`src/hdl/ps2_pkg.sv`:
```
`default_nettype none

package ps2_pkg;

  // ~~~~~~~~~~~~~~~~~~~~~~~~~~~~~~~~~~~~~~~~~~~~~~~~~~~~~~~~~~~~~~~~~~~~~~~~~~~~
  // Scan code set 2 prefixes
  // ~~~~~~~~~~~~~~~~~~~~~~~~~~~~~~~~~~~~~~~~~~~~~~~~~~~~~~~~~~~~~~~~~~~~~~~~~~~~
  localparam logic [7:0] CODE_EXTENDED = 8'hE0;
  localparam logic [7:0] CODE_RELEASE  = 8'hF0;

  // Clock line filter, half of the history must be high, half low
  localparam int EDGE_HISTORY = 10;
  localparam int EDGE_HALF    = EDGE_HISTORY / 2;

  // Stalled frame watchdog, in system cycles
  localparam int FRAME_TIMEOUT_CYC = 4096;
  localparam int TIMEOUT_W         = $clog2(FRAME_TIMEOUT_CYC);

  localparam int FIFO_DEPTH = 8;
  localparam int FIFO_AW    = 3;

  // ~~~~~~~~~~~~~~~~~~~~~~~~~~~~~~~~~~~~~~~~~~~~~~~~~~~~~~~~~~~~~~~~~~~~~~~~~~~~
  // Types
  // ~~~~~~~~~~~~~~~~~~~~~~~~~~~~~~~~~~~~~~~~~~~~~~~~~~~~~~~~~~~~~~~~~~~~~~~~~~~~
  typedef logic [7:0] scan_code_t;

  // Bit 9 extended, bit 8 release, bits 7:0 code
  typedef logic [9:0] ps2_evt_t;

  typedef enum logic [1:0] {
    FRAME_IDLE   = 2'd0,
    FRAME_DATA   = 2'd1,
    FRAME_PARITY = 2'd2,
    FRAME_STOP   = 2'd3
  } frame_state_t;

endpackage

`default_nettype wire
```
`src/hdl/ps2_keyboard_rx.sv`:
```
`timescale 1ns/1ps
`default_nettype none

module ps2_keyboard_rx import ps2_pkg::*; (
  input  logic       clk_50_i,
  input  logic       rst_i,

  input  logic       ps2_clk_i,
  input  logic       ps2_dat_i,

  input  logic       evt_rd_i,
  output logic       evt_valid_o,
  output scan_code_t evt_code_o,
  output logic       evt_release_o,
  output logic       evt_extended_o,

  output logic       frame_err_o,
  output logic       overflow_o
);

  logic       ps2_fall;
  logic       ps2_dat_s;
  logic       byte_valid;
  scan_code_t byte_data;
  logic       frame_err;
  logic       evt_push;
  ps2_evt_t   evt_data;
  ps2_evt_t   evt_head;

  ps2_line_sync u_line_sync (
    .clk_50_i   (clk_50_i),
    .rst_i      (rst_i),
    .ps2_clk_i  (ps2_clk_i),
    .ps2_dat_i  (ps2_dat_i),
    .ps2_fall_o (ps2_fall),
    .ps2_dat_o  (ps2_dat_s)
  );

  ps2_frame_rx u_frame_rx (
    .clk_50_i     (clk_50_i),
    .rst_i        (rst_i),
    .ps2_fall_i   (ps2_fall),
    .ps2_dat_i    (ps2_dat_s),
    .byte_valid_o (byte_valid),
    .byte_data_o  (byte_data),
    .frame_err_o  (frame_err)
  );

  ps2_scan_decoder u_scan_decoder (
    .clk_50_i     (clk_50_i),
    .rst_i        (rst_i),
    .byte_valid_i (byte_valid),
    .byte_data_i  (byte_data),
    .frame_err_i  (frame_err),
    .evt_push_o   (evt_push),
    .evt_data_o   (evt_data)
  );

  ps2_event_fifo u_event_fifo (
    .clk_50_i    (clk_50_i),
    .rst_i       (rst_i),
    .push_i      (evt_push),
    .push_data_i (evt_data),
    .rd_i        (evt_rd_i),
    .valid_o     (evt_valid_o),
    .head_o      (evt_head),
    .overflow_o  (overflow_o)
  );

  // Head event fields
  assign evt_extended_o = evt_head[9];
  assign evt_release_o  = evt_head[8];
  assign evt_code_o     = evt_head[7:0];

  assign frame_err_o = frame_err;

endmodule

`default_nettype wire

```
`src/hdl/ps2_event_fifo.sv`:
```
`timescale 1ns/1ps
`default_nettype none

module ps2_event_fifo import ps2_pkg::*; (
  input  logic     clk_50_i,
  input  logic     rst_i,

  input  logic     push_i,
  input  ps2_evt_t push_data_i,

  input  logic     rd_i,
  output logic     valid_o,
  output ps2_evt_t head_o,
  output logic     overflow_o
);

  ps2_evt_t           mem_q [FIFO_DEPTH];
  logic [FIFO_AW-1:0] wr_ptr_q;
  logic [FIFO_AW-1:0] rd_ptr_q;
  logic [FIFO_AW:0]   count_q;
  logic               full;
  logic               do_pop;
  logic               do_push;

  assign full    = (count_q == (FIFO_AW+1)'(FIFO_DEPTH));
  assign do_pop  = rd_i && valid_o;
  // A pop frees the slot in the same cycle
  assign do_push = push_i && (!full || do_pop);

  // ~~~~~~~~~~~~~~~~~~~~~~~~~~~~~~~~~~~~~~~~~~~~~~~~~~~~~~~~~~~~~~~~~~~~~~~~~~~~
  // Pointers and fill level
  // ~~~~~~~~~~~~~~~~~~~~~~~~~~~~~~~~~~~~~~~~~~~~~~~~~~~~~~~~~~~~~~~~~~~~~~~~~~~~
  always_ff @(posedge clk_50_i or posedge rst_i) begin
    if (rst_i) begin
      wr_ptr_q   <= '0;
      rd_ptr_q   <= '0;
      count_q    <= '0;
      overflow_o <= 1'b0;
    end else begin
      overflow_o <= push_i && !do_push;
      if (do_push) begin
        wr_ptr_q <= wr_ptr_q + 1'b1;
      end
      if (do_pop) begin
        rd_ptr_q <= rd_ptr_q + 1'b1;
      end
      if (do_push && !do_pop) begin
        count_q <= count_q + 1'b1;
      end else if (do_pop && !do_push) begin
        count_q <= count_q - 1'b1;
      end
    end
  end

  always_ff @(posedge clk_50_i) begin
    if (do_push) begin
      mem_q[wr_ptr_q] <= push_data_i;
    end
  end

  // Show-ahead head
  assign valid_o = (count_q != '0);
  assign head_o  = mem_q[rd_ptr_q];

endmodule

`default_nettype wire

```
`src/hdl/ps2_scan_decoder.sv`:
```
`timescale 1ns/1ps
`default_nettype none

module ps2_scan_decoder import ps2_pkg::*; (
  input  logic       clk_50_i,
  input  logic       rst_i,

  input  logic       byte_valid_i,
  input  scan_code_t byte_data_i,
  input  logic       frame_err_i,

  output logic       evt_push_o,
  output ps2_evt_t   evt_data_o
);

  logic ext_q;
  logic rel_q;
  logic is_prefix;

  assign is_prefix = (byte_data_i == CODE_EXTENDED) || (byte_data_i == CODE_RELEASE);

  // ~~~~~~~~~~~~~~~~~~~~~~~~~~~~~~~~~~~~~~~~~~~~~~~~~~~~~~~~~~~~~~~~~~~~~~~~~~~~
  // Prefix flags
  // ~~~~~~~~~~~~~~~~~~~~~~~~~~~~~~~~~~~~~~~~~~~~~~~~~~~~~~~~~~~~~~~~~~~~~~~~~~~~
  always_ff @(posedge clk_50_i or posedge rst_i) begin
    if (rst_i) begin
      ext_q      <= 1'b0;
      rel_q      <= 1'b0;
      evt_push_o <= 1'b0;
    end else begin
      evt_push_o <= 1'b0;
      if (frame_err_i) begin
        // Lost byte may have been the code, drop the pending prefix
        ext_q <= 1'b0;
        rel_q <= 1'b0;
      end else if (byte_valid_i) begin
        if (byte_data_i == CODE_EXTENDED) begin
          ext_q <= 1'b1;
        end else if (byte_data_i == CODE_RELEASE) begin
          rel_q <= 1'b1;
        end else begin
          ext_q      <= 1'b0;
          rel_q      <= 1'b0;
          evt_push_o <= 1'b1;
        end
      end
    end
  end

  // Event payload
  always_ff @(posedge clk_50_i) begin
    if (byte_valid_i && !is_prefix) begin
      evt_data_o <= {ext_q, rel_q, byte_data_i};
    end
  end

endmodule

`default_nettype wire

```
`src/hdl/ps2_frame_rx.sv`:
```
`timescale 1ns/1ps
`default_nettype none

module ps2_frame_rx import ps2_pkg::*; (
  input  logic       clk_50_i,
  input  logic       rst_i,

  input  logic       ps2_fall_i,
  input  logic       ps2_dat_i,

  output logic       byte_valid_o,
  output scan_code_t byte_data_o,
  output logic       frame_err_o
);

  localparam logic [TIMEOUT_W-1:0] TIMEOUT_LAST = TIMEOUT_W'(FRAME_TIMEOUT_CYC - 1);

  frame_state_t         state_q;
  logic [2:0]           bit_cnt_q;
  logic [TIMEOUT_W-1:0] timeout_q;
  scan_code_t           shift_q;
  logic                 parity_q;
  logic                 timeout_hit;
  logic                 frame_ok;

  assign timeout_hit = (state_q != FRAME_IDLE) && (timeout_q == TIMEOUT_LAST);

  // Odd parity over data plus parity bit, stop bit high
  assign frame_ok = (^{parity_q, shift_q}) && ps2_dat_i;

  // ~~~~~~~~~~~~~~~~~~~~~~~~~~~~~~~~~~~~~~~~~~~~~~~~~~~~~~~~~~~~~~~~~~~~~~~~~~~~
  // Frame FSM
  // ~~~~~~~~~~~~~~~~~~~~~~~~~~~~~~~~~~~~~~~~~~~~~~~~~~~~~~~~~~~~~~~~~~~~~~~~~~~~
  always_ff @(posedge clk_50_i or posedge rst_i) begin
    if (rst_i) begin
      state_q      <= FRAME_IDLE;
      bit_cnt_q    <= '0;
      byte_valid_o <= 1'b0;
      frame_err_o  <= 1'b0;
    end else begin
      byte_valid_o <= 1'b0;
      frame_err_o  <= 1'b0;
      if (ps2_fall_i) begin
        case (state_q)
          FRAME_IDLE: begin
            // High start bit is noise
            if (!ps2_dat_i) begin
              state_q   <= FRAME_DATA;
              bit_cnt_q <= '0;
            end
          end
          FRAME_DATA: begin
            bit_cnt_q <= bit_cnt_q + 3'd1;
            if (bit_cnt_q == 3'd7) begin
              state_q <= FRAME_PARITY;
            end
          end
          FRAME_PARITY: begin
            state_q <= FRAME_STOP;
          end
          FRAME_STOP: begin
            state_q      <= FRAME_IDLE;
            byte_valid_o <= frame_ok;
            frame_err_o  <= !frame_ok;
          end
          default: begin
            state_q <= FRAME_IDLE;
          end
        endcase
      end else if (timeout_hit) begin
        state_q     <= FRAME_IDLE;
        frame_err_o <= 1'b1;
      end
    end
  end

  // Watchdog restarts at every strobe
  always_ff @(posedge clk_50_i or posedge rst_i) begin
    if (rst_i) begin
      timeout_q <= '0;
    end else if (ps2_fall_i || timeout_hit || (state_q == FRAME_IDLE)) begin
      timeout_q <= '0;
    end else begin
      timeout_q <= timeout_q + 1'b1;
    end
  end

  // LSB arrives first
  always_ff @(posedge clk_50_i) begin
    if (ps2_fall_i && (state_q == FRAME_DATA)) begin
      shift_q <= {ps2_dat_i, shift_q[7:1]};
    end
    if (ps2_fall_i && (state_q == FRAME_PARITY)) begin
      parity_q <= ps2_dat_i;
    end
  end

  assign byte_data_o = shift_q;

endmodule

`default_nettype wire

```
`src/hdl/ps2_line_sync.sv`:
```
`timescale 1ns/1ps
`default_nettype none

module ps2_line_sync import ps2_pkg::*; (
  input  logic clk_50_i,
  input  logic rst_i,

  input  logic ps2_clk_i,
  input  logic ps2_dat_i,
  output logic ps2_fall_o,
  output logic ps2_dat_o
);

  logic [1:0]              clk_sync_q;
  logic [1:0]              dat_sync_q;
  logic [EDGE_HISTORY-1:0] clk_hist_q;

  // Both lines idle high
  always_ff @(posedge clk_50_i or posedge rst_i) begin
    if (rst_i) begin
      clk_sync_q <= '1;
      dat_sync_q <= '1;
    end else begin
      clk_sync_q <= {clk_sync_q[0], ps2_clk_i};
      dat_sync_q <= {dat_sync_q[0], ps2_dat_i};
    end
  end

  // Newest sample enters at the top
  always_ff @(posedge clk_50_i or posedge rst_i) begin
    if (rst_i) begin
      clk_hist_q <= '1;
    end else begin
      clk_hist_q <= {clk_sync_q[1], clk_hist_q[EDGE_HISTORY-1:1]};
    end
  end

  // Oldest half high, newest half low
  assign ps2_fall_o = (&clk_hist_q[EDGE_HALF-1:0]) &&
                      !(|clk_hist_q[EDGE_HISTORY-1:EDGE_HALF]);
  assign ps2_dat_o  = dat_sync_q[1];

endmodule

`default_nettype wire

```
`config.mk`:
```
export PLATFORM = sky130hd
export DESIGN_NAME = ps2_keyboard_rx
export DESIGN_NICKNAME = d
export VERILOG_FILES = /design/src/hdl/ps2_pkg.sv /design/src/hdl/ps2_keyboard_rx.sv /design/src/hdl/ps2_event_fifo.sv /design/src/hdl/ps2_scan_decoder.sv /design/src/hdl/ps2_frame_rx.sv /design/src/hdl/ps2_line_sync.sv
export SDC_FILE = /design/constraint.sdc
export NUM_CORES = 1
export LEC_CHECK = 0
export ABC_CLOCK_PERIOD_IN_PS = 2600
export CAP_MARGIN = 20
export CELL_PAD_IN_SITES_DETAIL_PLACEMENT = 0
export CELL_PAD_IN_SITES_GLOBAL_PLACEMENT = 2
export CORE_UTILIZATION = 39
export CTS_CLUSTER_SIZE = 20
export DETAILED_ROUTE_END_ITERATION = 16
export DONT_BUFFER_PORTS = 1
export GPL_TIMING_DRIVEN = 0
export PLACE_DENSITY_LB_ADDON = 0.1
export SLEW_MARGIN = 20
export SYNTH_ARGS = -nofsm -noshare
export SYNTH_HDL_FRONTEND = slang
export SYNTH_SLANG_ARGS = --single-unit
```
`constraint.sdc`:
```
create_clock -name clk_50_i -period 2.6 [get_ports clk_50_i]
set_clock_uncertainty 0.05 [all_clocks]
set_input_delay 0.26 -clock clk_50_i [delete_from_list [all_inputs] [get_ports clk_50_i]]
set_output_delay 0.26 -clock clk_50_i [all_outputs]
set_load 0.05 [all_outputs]
```
# ---- After elaboration in Yosys (flattened, before gate mapping)
# Memories as Yosys holds them, arrays and structs flattened.
# Index checks and enable logic that the tools add are counted.
dict set report classes {
  addsub 6
  n_eq_ne 13
  n_mux 29
  n_reduce_logical 35
}
# cell n
set ops {}
lappend ops {{1-bit two-way mux} 19}
lappend ops {{8-bit == test (second input constant)} 2}
lappend ops {{12-bit by 1-bit adder with 12-bit output (second input constant)} 1}
lappend ops {{12-bit == test (second input constant)} 1}
lappend ops {{12-bit two-way mux} 1}
lappend ops {{1-bit logical AND} 11}
lappend ops {{2-bit nonzero test} 5}
lappend ops {{3-bit by 1-bit adder with 3-bit output (second input constant)} 3}
lappend ops {{9-bit parity} 1}
lappend ops {{2-bit two-way mux} 4}
lappend ops {{4-bit two-way mux} 2}
lappend ops {{2-bit case mux with 4 select lines} 1}
lappend ops {{1-bit zero test} 6}
lappend ops {{3-bit inequality test (second input constant)} 2}
lappend ops {{3-bit case mux with 2 select lines} 1}
lappend ops {{3-bit AND reduction} 2}
lappend ops {{5-bit AND reduction} 1}
lappend ops {{5-bit OR reduction} 1}
lappend ops {{4-bit by 1-bit adder with 4-bit output (second input constant)} 1}
lappend ops {{2-bit == test (second input constant)} 2}
lappend ops {{4-bit == test (second input constant)} 1}
lappend ops {{1-bit logical OR} 4}
lappend ops {{2-bit inequality test (second input constant)} 2}
lappend ops {{2-bit AND reduction} 2}
lappend ops {{7 further kinds} 7}
dict set report word_totals {
  register_bits 66
  ramBits 80
  input_bits 5
  out_inout_bits 13
  word_cells 102
  memories 1
}
# memory depth word_bits rd rd_ports_with_merged_regs write_ports line_no
set mem_list {}
lappend mem_list {u_event_fifo.mem_q 8 10 1 0 1 ps2_event_fifo.sv:17} ;# ps2_evt_t mem_q [FIFO_DEPTH];

# ---- Longest topological paths before layout
dict set report logic_depth {
  depth_word 8
  ltp_mapped 10
  ltp_nobuf 10
}

# ---- By module
# A second synthesis with hierarchy kept.
dict set report hier_totals {
  cells_unflattened 332
  area_unflattened_um2 5909.4
}
# mod n_inst cells_per_inst area_per_inst_um2 seq_area_each_um2
set modules_own_cells {}
lappend modules_own_cells {ps2_event_fifo 1 180 3762.4 2677.6}
lappend modules_own_cells {ps2_frame_rx 1 109 1291.2 745.7}
lappend modules_own_cells {ps2_scan_decoder 1 24 454.2 375.4}
lappend modules_own_cells {ps2_line_sync 1 19 401.6 367.9}

# ---- Least setup slack after synthesis
# OpenSTA, ideal clock, no wires.
dict set report synth_path {
  path_kind {register to register}
  start {register u_event_fifo.count_q[0]}
  end {register u_event_fifo.count_q[3]}
  setup_ns 0.080
  arrival_time_ns 2.504
  required_time_ns 2.470
  path_slack_ns -0.034
  stages_incl_launch_ff 11
  path_buffers 0
  period_less_slack_ns 2.634
  path_cell_list {dfrtp_1 nor3_1 nand2b_1 nand2_1 ha_1 inv_1 ha_1 a21o_1 a21oi_1 mux2i_1 xnor2_1}
}
dict set report synth_between {
  elab_chain_len 7
  word_cells_on_any_way 15
  cone_classes {add/sub: 2; eq/ne: 1; mux: 2; reduce/logical: 10}
}
# element line_no
set synth_lines {}
lappend synth_lines {{start, declared} ps2_event_fifo.sv:20} ;# logic [FIFO_AW:0] count_q;
lappend synth_lines {{start signal, assigned} ps2_event_fifo.sv:48} ;# count_q <= count_q + 1'b1;
lappend synth_lines {{start signal, assigned} ps2_event_fifo.sv:50} ;# count_q <= count_q - 1'b1;
lappend synth_lines {{4-bit nonzero test (*)} ps2_event_fifo.sv:62} ;# assign valid_o = (count_q != '0);
lappend synth_lines {{net evt_valid_o} ps2_keyboard_rx.sv:12} ;# output logic evt_valid_o,
lappend synth_lines {{1-bit logical AND (*)} ps2_event_fifo.sv:26} ;# assign do_pop = rd_i && valid_o;
lappend synth_lines {{1-bit logical OR} ps2_event_fifo.sv:28} ;# assign do_push = push_i && (!full || do_pop);
lappend synth_lines {{1-bit logical AND} ps2_event_fifo.sv:28}
lappend synth_lines {{1-bit zero test} ps2_event_fifo.sv:49} ;# end else if (do_pop && !do_push) begin
lappend synth_lines {{1-bit logical AND} ps2_event_fifo.sv:49}
lappend synth_lines {{2-bit nonzero test (no source line)} n/a}
# The timed path passes the listed nets; every way through them passes the cells marked *. The select of a mux whose other input is x is not followed.
# A chain may end at the register's enable or synchronous reset.

# ---- Final worst setup path
dict set report layout_path {
  start {register u_event_fifo.count_q[2]}
  end {register u_event_fifo.count_q[3]}
}
dict set report layout_between {
  elab_chain_len 7
  word_cells_on_any_way 15
  cone_classes {add/sub: 2; eq/ne: 1; mux: 2; reduce/logical: 10}
}
# element line_no
set layout_lines {}
lappend layout_lines {{4-bit == test / 4-bit nonzero test (equally long branches)} {ps2_event_fifo.sv:25, ps2_event_fifo.sv:62}}
lappend layout_lines {{1-bit zero test / 1-bit logical AND (equally long branches)} {ps2_event_fifo.sv:28, ps2_event_fifo.sv:26}}
lappend layout_lines {{1-bit logical OR (*)} ps2_event_fifo.sv:28}
lappend layout_lines {{1-bit logical AND (*)} ps2_event_fifo.sv:28}
lappend layout_lines {{net u_event_fifo.do_push} ps2_event_fifo.sv:23} ;# logic do_push;
lappend layout_lines {{1-bit zero test} ps2_event_fifo.sv:49}
lappend layout_lines {{1-bit logical AND} ps2_event_fifo.sv:49}
lappend layout_lines {{2-bit nonzero test (no source line)} n/a}
# Marks and branches as above.

==> summary.txt <==
Worst hold path
  – Hold Crit Depth: 2
  – Worst Hold Class: in -> reg

Die
  – Core area: 14600 sq um
  – Total Die Area: 15600 sq um
  – Initial Util: 40.3%
  – Standard-cell row count: 44
  – Die Wd: approximately 120 um
  – I/O pins: 18
  – Die Span Y: 125 um

Yosys
  – Sequential share of the synthesized area: 70.9%
  – Synth warn: 0
  – Synth top area share: 50.6%
  – Syn Inst Count: 350
  – Syn Area/Cell: 16.8 sq um
  – Synth area leader: edfxtp_1
  – Synthesized area: 5870 sq um
  – Synth async-reset ratio: between 30% and 40%
  – Count of cell types in the netlist: 42
  – Syn Nets: 373
  – Number of enable flip-flop cells after synthesis: 99
  – Top cells by area, synth: edfxtp_1, dfrtp_1, mux4_2, dfstp_2, ha_1
  – #FFs+latches synth: 146
  – Synth Flop Type: edfxtp_1

Setup path
  – Worst-path maximum fanout: 5
  – R2R cell count: 10
  – CP Cell Sequence: nor3_4 > a31o_2 > inv_2 > ha_1 > inv_2 > ha_1 > a21o_1 > a21oi_2 > mux2i_1 > xnor2_1
  – Kind of critical path: reg -> reg
  – Setup crit end kind: flip-flop
  – Critical Path RT: 2.89 ns
  – CP Launch Type: flip-flop
  – CP max stage delay: 0.42 ns
  – CP max-delay cell: dfrtp_1
  – Worst Path Arrival: between 2 and 3 ns

Clock tree
  – Root Driver: clkbuf_16
  – Clk slew on worst S/H paths: roughly 0.06 ns
  – H-tree level count: 4
  – Later-pin clock latency in the skew report: 0.42 ns
  – CTS tree: done
  – Longest Clk Path Bufs: 2
  – Sink Count: 146
  – Num CTS Buffers: 17

Global routing
  – First-pass GRT wire length: 16800 um
  – GRT Util Overall: between 10 and 15%
  – Vias in the first global route: 2985
  – GRT overflow: 0
  – Largest net degree at the start of global routing: 30
  – Initial antenna violation count: 0

Route
  – Via Count: 2906
  – TritonRoute pass-1 iters: 4
  – Initial DRC count: roughly 180
  – WL per Instance: roughly 18 um
  – Remaining DRCs: 0
  – Vias/cell: 5.04
  – Final ANT Viol Nets: 0
  – DRT Wirelength: ~11000 um

Placement
  – Placed cell areas: 6190 sq um
  – Routability cong.: about 0.7
  – DP HPWL: 6820 um
  – Port Buffer Count: 0

Timing
  – Setup violators final: 0
  – Final Hold Fails: 0
  – Final min period: 2.45 ns
  – Worst hold margin: between 0.02 and 0.03 ns
  – Tcrit/Tclk final: 94.1%
  – Worst slew pin tran: 0.818 ns
  – Max Clk Rate: 409 MHz
  – Relative slew slack: 45.3%
  – Fin. max-slew vios: 0

Finish
  – Most common cell after layout, fill and taps aside: edfxtp_1
  – Area Overhead vs Synth: 17.4%
  – Ant diodes: 0
  – Nets: 403
  – Post-route design area: 6890 sq um
  – # fillers: 1252
  – Most frequent cells in the layout: edfxtp_1, dfrtp_1, nor2_1, mux4_2, nand2_1
  – Layout cells sized above 1: 26.7%

Pwr
  – Int Pwr: around 4.6 mW
  – Power Density: 939 nW/um^2
  – Comb power frac: 20.1%
  – Sw power: 1.82 mW
  – Reg power frac: 40.6%
  – Switching power share of the total: 28.2%
  – Peak supply drop: 0.000423 V
  – Clk pwr share: 39.3%
  – Pleak: ~2.5 nW

Flow run
  – Max_cap viols: 0

Run status
  – Status: completed
layer usage:
layer	routed length [um]	track usage (%)	vias up	share of wire, %
met1	4770	18.4	1475	45
met4	225	7.44	0	2.1
met3	320	4.08	17	3.0
li1	-	-	1378	-
met5	0	0	-	0
met2	5290	24.2	36	50
sequential cells by signal, indices dropped and copies added, names as in the netlist, 2 cells and up:
name and cells:
u_event_fifo.rd_ptr_q 3, u_frame_rx.timeout_q 12, u_scan_decoder.evt_data_o 10, u_event_fifo.count_q 4, u_frame_rx.state_q 2, u_event_fifo.mem_q 80, u_event_fifo.wr_ptr_q 3, u_frame_rx.bit_cnt_q 3
u_frame_rx.byte_data_o 8, u_line_sync.clk_sync_q 2, u_line_sync.clk_hist_q 10, u_line_sync.dat_sync_q 2
per-stage QoR:
stage | setup slack, ns | setup TNS (ns) | total power, mW | std cells | util (%)
final | 0.153 | 0 | 6.47 | 577 | 47.3
after global routing | -0.0139 | -0.0139 | 6.73 | 577 | 47.3
after CTS | 0.00771 | 0 | 6.54 | 575 | 47.1
after detailed placement | -0.223 | -0.223 | 3.94 | 539 | 42.4
after global placement | -0.553 | -10.64 | 3.93 | 534 | 41.9
after floorplan | 0.0995 | 0 | 3.72 | 350 | -
area by class of cell:
cell class                 instances  area, sq um  area share [%]
timing repair buffer              11          120            1.74
buffer                             8         55.1           0.799
clock inverter                    13          183            2.65
sequential                       146         4170            60.5
inverter                          16         60.1           0.871
clock buffer                      19          433            6.28
tap                              184          230            3.34
multi-input combinational        180         1650            23.9
power groups by stage:
stage / combinational (mW) / clock, mW / sequential, mW
4_1_cts: 1.32 / 2.60 / 2.62
5_1_grt: 1.40 / 2.69 / 2.64
3_3_place_gp: 1.28 / 0 / 2.65
2_1_floorplan: 1.08 / 0 / 2.64
6_report: 1.30 / 2.54 / 2.62
3_5_place_dp: 1.29 / 0 / 2.65
timing repair:
item                                    CTS  global route
gates resized for setup                   5             7
endpoints found under the setup margin   11            11
hold endpoints to repair                 22             0
pin swaps                                 0             2
hold buffers                              4             0
setup buffers                             0             2
cloned                                    0             0
worst paths after layout:
check | from | end | slack (ns)
worst min-delay path | evt_rd_i | u_event_fifo.overflow_o | 0.03
worst min register to register | u_line_sync.dat_sync_q[0] | u_line_sync.dat_sync_q[1] | 0.31
max in group asynchronous | rst_i | u_line_sync.clk_hist_q[1] | 1.68
worst max-delay path | u_event_fifo.count_q[2] | u_event_fifo.count_q[3] | 0.15
worst max register to register | u_event_fifo.count_q[2] | u_event_fifo.count_q[3] | 0.15
min in group asynchronous | rst_i | u_frame_rx.timeout_q[6] | 0.24
kinds of logic after synthesis:
kind of cell | count (synthesis) | synth area share, %
flops | 146 | 70.9
simple gates | 91 | 7.99
mux | 33 | 10.1
buf+inv | 24 | 1.83
compound gates | 19 | 2.09
xor+xnor | 19 | 3.07
fa+ha+maj | 18 | 3.96
synthesized netlist by cell type, drive strengths merged, types with 6 or more instances:
master   n
edfxtp  99
dfrtp   33
nor2    29
mux4    20
nand2   19
ha      17
inv     16
dfstp   14
mux2    12
xnor2    9
xor2     9
nand3    8
and4     7
a21oi    6
critical path: cells and delay by family (launching register included):
family | cells | cell delay, ns
AO/OA/AOI/OAI | 3 | 0.60
adder cells (fa/ha/maj) | 2 | 0.45
flip-flops | 1 | 0.42
AND/OR/NAND/NOR | 1 | 0.29
multiplexers | 1 | 0.24
buffers and inverters | 2 | 0.16
XOR/XNOR | 1 | 0.15
No activity file was read; power rests on OpenSTA's default activity.
